===== src/logic/lsu_pkg.sv =====
package lsu_pkg;

    // ------------------------------
    // widths
    // ------------------------------
    localparam int XLEN       = 32;
    localparam int REG_ADDR_W = 5;

    // ------------------------------
    // rv32i opcodes
    // ------------------------------
    localparam logic [6:0] OPCODE_LOAD  = 7'b0000011;
    localparam logic [6:0] OPCODE_STORE = 7'b0100011;
    localparam logic [6:0] OPCODE_OP    = 7'b0110011;

    // ------------------------------
    // funct3 size and sign codes
    // ------------------------------
    // stores only use the b, h and w codes
    localparam logic [2:0] F3_B  = 3'b000;
    localparam logic [2:0] F3_H  = 3'b001;
    localparam logic [2:0] F3_W  = 3'b010;
    localparam logic [2:0] F3_BU = 3'b100;
    localparam logic [2:0] F3_HU = 3'b101;

    // ------------------------------
    // pipeline payloads
    // ------------------------------
    // execute to memory
    // wdata is the alu result, or the store data for stores
    typedef struct packed {
        logic [6:0]            opcode;
        logic [2:0]            funct3;
        logic [REG_ADDR_W-1:0] rd;
        logic                  wreg;
        logic [XLEN-1:0]       wdata;
        logic [XLEN-1:0]       addr;
    } ex_mem_t;

    // memory to writeback
    typedef struct packed {
        logic [REG_ADDR_W-1:0] rd;
        logic                  wreg;
        logic [XLEN-1:0]       wdata;
    } mem_wb_t;

endpackage


===== src/logic/byte_bus_if.sv =====
`timescale 1ns/100ps

// byte wide wishbone classic bus
interface byte_bus_if #(
    parameter int ADDR_W = 10
);

    logic              cyc;
    logic              stb;
    logic              we;
    logic [ADDR_W-1:0] adr;
    logic [7:0]        dat_w;
    logic [7:0]        dat_r;
    logic              ack;

    modport master (
        output cyc,
        output stb,
        output we,
        output adr,
        output dat_w,
        input  dat_r,
        input  ack
    );

    modport slave (
        input  cyc,
        input  stb,
        input  we,
        input  adr,
        input  dat_w,
        output dat_r,
        output ack
    );

endinterface


===== src/logic/mem_access_seq.sv =====
`timescale 1ns/100ps

module mem_access_seq
    import lsu_pkg::*;
#(
    parameter int ADDR_W = 10
) (
    input  logic       clk,
    input  logic       rst,

    // item held in the ex_mem register
    input  ex_mem_t    in_i,
    input  logic       in_valid_i,

    // byte bus towards the ram
    byte_bus_if.master bus,

    // hold the ex_mem register and the source
    output logic       stall_o,

    // result towards the mem_wb register
    output mem_wb_t    out_o,
    output logic       out_valid_o
);

    logic              is_load_op;
    logic              is_store_op;
    logic              mem_active;
    logic [1:0]        last_idx;
    logic [1:0]        cnt;
    logic              last_ack;
    logic [ADDR_W-1:0] base_adr;
    logic [23:0]       rd_buf;
    logic [XLEN-1:0]   raw_word;
    logic [XLEN-1:0]   load_word;

    // ------------------------------
    // decode
    // ------------------------------
    assign is_load_op  = (in_i.opcode == OPCODE_LOAD);
    assign is_store_op = (in_i.opcode == OPCODE_STORE);
    assign mem_active  = in_valid_i && (is_load_op || is_store_op);

    // index of the final byte of the access
    always_comb begin
        case (in_i.funct3)
            F3_B, F3_BU: begin
                last_idx = 2'd0;
            end
            F3_H, F3_HU: begin
                last_idx = 2'd1;
            end
            F3_W: begin
                last_idx = 2'd3;
            end
            default: begin
                last_idx = 2'd3;
            end
        endcase
    end

    assign last_ack = mem_active && bus.ack && (cnt == last_idx);

    // ------------------------------
    // byte transfers
    // ------------------------------
    // only the low address bits reach the ram, so accesses wrap
    assign base_adr = in_i.addr[ADDR_W-1:0];

    // cyc and stb stay up over the whole sequence
    // the ram only acks once per byte, so the next byte starts after ack
    assign bus.cyc   = mem_active;
    assign bus.stb   = mem_active;
    assign bus.we    = mem_active && is_store_op;
    assign bus.adr   = base_adr + ADDR_W'(cnt);
    assign bus.dat_w = in_i.wdata[8*cnt +: 8];

    always_ff @(posedge clk) begin
        if (rst) begin
            cnt <= 2'd0;
        end else if (mem_active && bus.ack) begin
            if (last_ack) begin
                cnt <= 2'd0;
            end else begin
                cnt <= cnt + 2'd1;
            end
        end
    end

    // collect every load byte except the last one
    always_ff @(posedge clk) begin
        if (mem_active && is_load_op && bus.ack && !last_ack) begin
            case (cnt)
                2'd0: begin
                    rd_buf[7:0] <= bus.dat_r;
                end
                2'd1: begin
                    rd_buf[15:8] <= bus.dat_r;
                end
                default: begin
                    rd_buf[23:16] <= bus.dat_r;
                end
            endcase
        end
    end

    // ------------------------------
    // load data
    // ------------------------------
    // last byte is taken straight from the bus in the ack cycle
    always_comb begin
        case (last_idx)
            2'd0: begin
                raw_word = {24'h000000, bus.dat_r};
            end
            2'd1: begin
                raw_word = {16'h0000, bus.dat_r, rd_buf[7:0]};
            end
            default: begin
                raw_word = {bus.dat_r, rd_buf};
            end
        endcase
    end

    always_comb begin
        case (in_i.funct3)
            F3_B: begin
                load_word = {{24{raw_word[7]}}, raw_word[7:0]};
            end
            F3_H: begin
                load_word = {{16{raw_word[15]}}, raw_word[15:0]};
            end
            default: begin
                // unsigned and word loads are already zero filled
                load_word = raw_word;
            end
        endcase
    end

    // ------------------------------
    // result and stall
    // ------------------------------
    assign stall_o = mem_active && !last_ack;

    always_comb begin
        out_o.rd    = in_i.rd;
        out_o.wreg  = is_store_op ? 1'b0 : in_i.wreg;
        out_o.wdata = is_load_op ? load_word : in_i.wdata;
    end

    // memory items finish with the last ack, others go straight through
    assign out_valid_o = mem_active ? last_ack : in_valid_i;

endmodule


===== src/flat_wrapper.sv =====
// flat-port wrapper written by rule: the top's interface ports become plain ports
module mem_access_seq_flat import lsu_pkg::*;
#(
    parameter int ADDR_W = 10
)
  (clk, rst, in_i, in_valid_i, stall_o, out_o, out_valid_o, bus_cyc, bus_stb, bus_we, bus_adr, bus_dat_w, bus_dat_r, bus_ack);
  byte_bus_if #(.ADDR_W(ADDR_W)) bus_i ();
  input  logic clk;
  input  logic rst;
  input  ex_mem_t in_i;
  input  logic in_valid_i;
  output logic stall_o;
  output mem_wb_t out_o;
  output logic out_valid_o;
  output wire logic [$bits(bus_i.cyc)-1:0] bus_cyc;
  output wire logic [$bits(bus_i.stb)-1:0] bus_stb;
  output wire logic [$bits(bus_i.we)-1:0] bus_we;
  output wire logic [$bits(bus_i.adr)-1:0] bus_adr;
  output wire logic [$bits(bus_i.dat_w)-1:0] bus_dat_w;
  input wire logic [$bits(bus_i.dat_r)-1:0] bus_dat_r;
  input wire logic [$bits(bus_i.ack)-1:0] bus_ack;
  assign bus_cyc = bus_i.cyc;
  assign bus_stb = bus_i.stb;
  assign bus_we = bus_i.we;
  assign bus_adr = bus_i.adr;
  assign bus_dat_w = bus_i.dat_w;
  assign bus_i.dat_r = bus_dat_r;
  assign bus_i.ack = bus_ack;
  mem_access_seq #(.ADDR_W(ADDR_W)) u_core (.clk(clk), .rst(rst), .in_i(in_i), .in_valid_i(in_valid_i), .bus(bus_i), .stall_o(stall_o), .out_o(out_o), .out_valid_o(out_valid_o));
endmodule

===== config.mk =====
export PLATFORM = sky130hd
export DESIGN_NAME = mem_access_seq_flat
export DESIGN_NICKNAME = d
export VERILOG_FILES = /design/src/logic/lsu_pkg.sv /design/src/logic/byte_bus_if.sv /design/src/logic/mem_access_seq.sv /design/src/flat_wrapper.sv
export SDC_FILE = /design/constraint.sdc
export NUM_CORES = 1
export LEC_CHECK = 0
export BUFFER_PORTS_ARGS = -buffer_cell sky130_fd_sc_hd__buf_4
export CAP_MARGIN = 20
export CORE_UTILIZATION = 45
export DETAILED_ROUTE_END_ITERATION = 8
export PLACE_DENSITY_LB_ADDON = 0.12
export SYNTH_ARGS = -nofsm -noshare
export SYNTH_HDL_FRONTEND = slang
export SYNTH_SLANG_ARGS = --single-unit
export TNS_END_PERCENT = 10

===== constraint.sdc =====
create_clock -name clk -period 5.7 [get_ports clk]
set_input_delay 1.14 -clock clk [delete_from_list [all_inputs] [get_ports clk]]
set_output_delay 1.14 -clock clk [all_outputs]
set_load 0.01 [all_outputs]

==> summary.md <==
| Metric | Value |
|---|---|
| First-pass GRT wire length | around 8.8 mm |
| # rows | 25 |
| Clk_lat worst skew | ~270 ps |
| Reg area | approximately 760 µm² |
| Min Tclk post-route | between 3000 and 4000 ps |
| Max Cap Viol | 0 |
| Cell mode on critical path | buf_4 |
| Post-synthesis compound-gate area fraction | ~11% |
| Post-synthesis mux area share | between 20% and 30% |
| Placed cells | 377 |
| R2r worst-path depth | 6 |
| Crit. End Element | primary output |
| CTS sink count | 26 |
| Finished layout cell area | 0.00324 mm² |
| Clock buffer count from CTS | 3 |
| Hold-critical path depth | 2 |
| Synth Area in XOR/XNOR | 3.05% |
| CP Launch Type | primary input |
| Top Ports | approximately 150 |
| Ys Warns | 0 |
| GRT overflow | 0 |
| Final Cycle Share | approximately 67% |
| Endpoints failing hold | 0 |
| Syn Area/Cell | around 11 µm² |
| Number of global-route vias before repair | roughly 1900 |
| Initial antenna violation count | 0 |
| Area Growth Syn to Fin | 40.8% |
| VDD IR max | approximately 0.000079 V |
| Setup TNS | 0 ps |
| Initial cell density of the core | ~48% |
| Arrival @ worst endpoint | 2700 ps |
| Syn Nets | between 300 and 400 |
| 1st-iter DRT viols | 78 |
| Clk root buf | clkbuf_8 |
| Synth cell types | 47 |
| Fillers | 410 |
| Chip Height | about 74 µm |
| Post-cts resize count | 0 |
| Critical-path cell list | buf_4 > nand4bb_4 > nor4_4 > buf_4 > mux2_2 > buf_4 |
| Core Area | ~0.0048 mm² |
| Crit-path max FO | 32 |
| Setup Buffers After CTS | 0 |
| Gpl congestion | ~0.77 |
| CTS tree | done |
| Via count | between 1500 and 2000 |
| Area leader, netlist | edfxtp_1 |
| Fmax | 260 MHz |
| Synth Area in Adders | just over 3% |
| Syn Std Cell Area | around 0.0023 mm² |
| Crit path buf inv count | 3 |
| Synth top area cells | edfxtp_1 (31%), mux2_4 (9.8%), mux4_2 (7.8%), mux2i_1 (6.5%), a21oi_1 (5.4%) |
| H-Tree Depth | 1 |
| Top cell type's share of synthesized area | a little under a third |
| Syn Inst Count | 204 |
| Hold/Removal Path Class | reg2reg |
| Top FF cell, synth | edfxtp_1 |
| Routed WL per cell | roughly 15 µm |
| Critical Path RT | between 4000 and 5000 ps |
| Total Routing Usage GR | around a fifth |
| Final Non-Filler Cells | 382 |
| DP HPWL | roughly 4.4 mm |
| DRC errors left | 0 |
| Commonest cells in the synthesized netlist | a21oi_1 (25), edfxtp_1 (24), inv_1 (22) |
| Slew Viols, Final | 0 |
| DR vias/cell | 5.23 |
| Critical path's slowest cell | buf_4 |
| Largest net degree at the start of global routing | 33 |
| Final Setup Violations | 0 |
| TritonRoute pass-1 iters | 4 |
| Rel. slew slack | 38.3% |
| Nets | between 400 and 500 |
| CP Class | in2out |
| Placed Area | between 0.003 and 0.004 mm² |
| Layout cells sized above 1 | around 53% |
| Multi-input combinational cell area | between 0.001 and 0.0015 mm² |
| RSZ-0062 raised after global routing | no |
| Setup WS post-layout | approximately 1900 ps |
| Die X | about 74 µm |
| Delay-heaviest family, CP | buffers and inverters |
| Post-place setup slack | ~1800 ps |
| Top-count cell post-synth | a21oi_1 |
| Drt total wl | about 5.7 mm |
| Power Density | ~140 mW/mm² |
| Post-synth EDFFs | 24 |
| Ant diodes | 0 |
| Clk buf depth | 2 |
| Ys async rst share | 0% |
| Synth Area in Simple Gates | 11.8% |
| Hold_ws | roughly 890 ps |
| Final Power | about 0.45 mW |
| Die ar. | approximately 0.0054 mm² |
| Status | complete, no violations |
| CP max stage delay | 490 ps |
| Largest family of logic cells by synthesized area | multiplexers |
| CTS Hold Bufs | 0 |
| Antenna Nets Post-Route | 0 |
| Seq cells post-synth | 26 |
| Seq/Total Area, Yosys | around a third |
| Clk slew on worst S/H paths | about 80 ps |
| Slew @ Worst Pin | between 900 and 1000 ps |
| Clock skew | roughly 7.9 ps |
| Util after Layout | about two thirds |
| Critical path depth | 6 |
| Number of port buffers | 120 |
| Leakage power | ~1.4 nW |
## sequential cells by signal, summed over array words and instances (netlist names)
| register | cells |
|---|---|
| u_core.rd_buf | 24 |
| u_core.cnt | 2 |
## worst reg2reg max path: stages, from the launching register on
cell     delay, ps
dfxtp_1        890
inv_1          170
ha_1           260
nor2_1          90
nand3_1         80
nor3_1         590
buf_4          270
## layout by cell type (no fill, tap or decap), types with 2 or more instances in the layout
| cell | count |
|---|---|
| a21oi_1 | 25 |
| a2bb2oi_1 | 7 |
| buf_4 | 124 |
| clkbuf_8 | 3 |
| dfxtp_1 | 2 |
| edfxtp_1 | 24 |
| ha_1 | 4 |
| inv_1 | 22 |
| mux2_2 | 10 |
| mux2_4 | 15 |
| mux2i_1 | 15 |
| mux4_2 | 8 |
| nand2_1 | 5 |
| nand3_1 | 4 |
| nand4bb_1 | 2 |
| nor2_1 | 5 |
| nor3_1 | 4 |
| or4b_1 | 2 |
| xnor2_1 | 2 |
| xor2_1 | 6 |
## where the power goes
part	total (mW)	leakage, nW	internal (mW)	switching, mW
clock network	0.103	0.0231	0.0481	0.0547
registers	0.208	0.232	0.208	0.000176
logic	0.142	1.13	0.0816	0.0607
total	0.453	1.38	0.337	0.115
## per-layer routing
layer / up-vias / share of wire, % / wire [µm] / GRT usage (%)
met5: - / 0 / 0 / 0
met4: 0 / 0.66 / 38 / 3.85
met3: 6 / 7.1 / 409 / 2.88
met2: 86 / 50 / 2850 / 37.0
met1: 925 / 43 / 2440 / 28.0
li1: 979 / - / - / -
## worst paths after layout
check	startpoint	to	slack, ps
worst max-delay path	in_i[75]	out_o[0]	1860
worst min-delay path	u_core.cnt[0]	u_core.cnt[0]	890
worst max register to register	u_core.cnt[0]	u_core.rd_buf[17]	3070
worst min register to register	u_core.cnt[0]	u_core.cnt[0]	890
## cells by family (layout without fill, tap and decap cells)
kind of cell               after synthesis  count (layout)
xor gates and xnor gates                 8               8
muxes                                   48              48
DFF                                     26              26
and+or+nand+nor                         37              37
adders and majority gates                5               5
buffers and inverters                   40             151
AOI/OAI and AO/OA                       40              40
## area by class of cell
cell class,instances,share of cell area [%]
flip-flops and latches,26,23.5
clock buffers,3,1.27
clock inverters,1,0.116
inverters,23,2.66
multi-input cells,138,41.2
repair buffers,124,28.7
well taps,67,2.59
(Power assumes the default switching activity.)
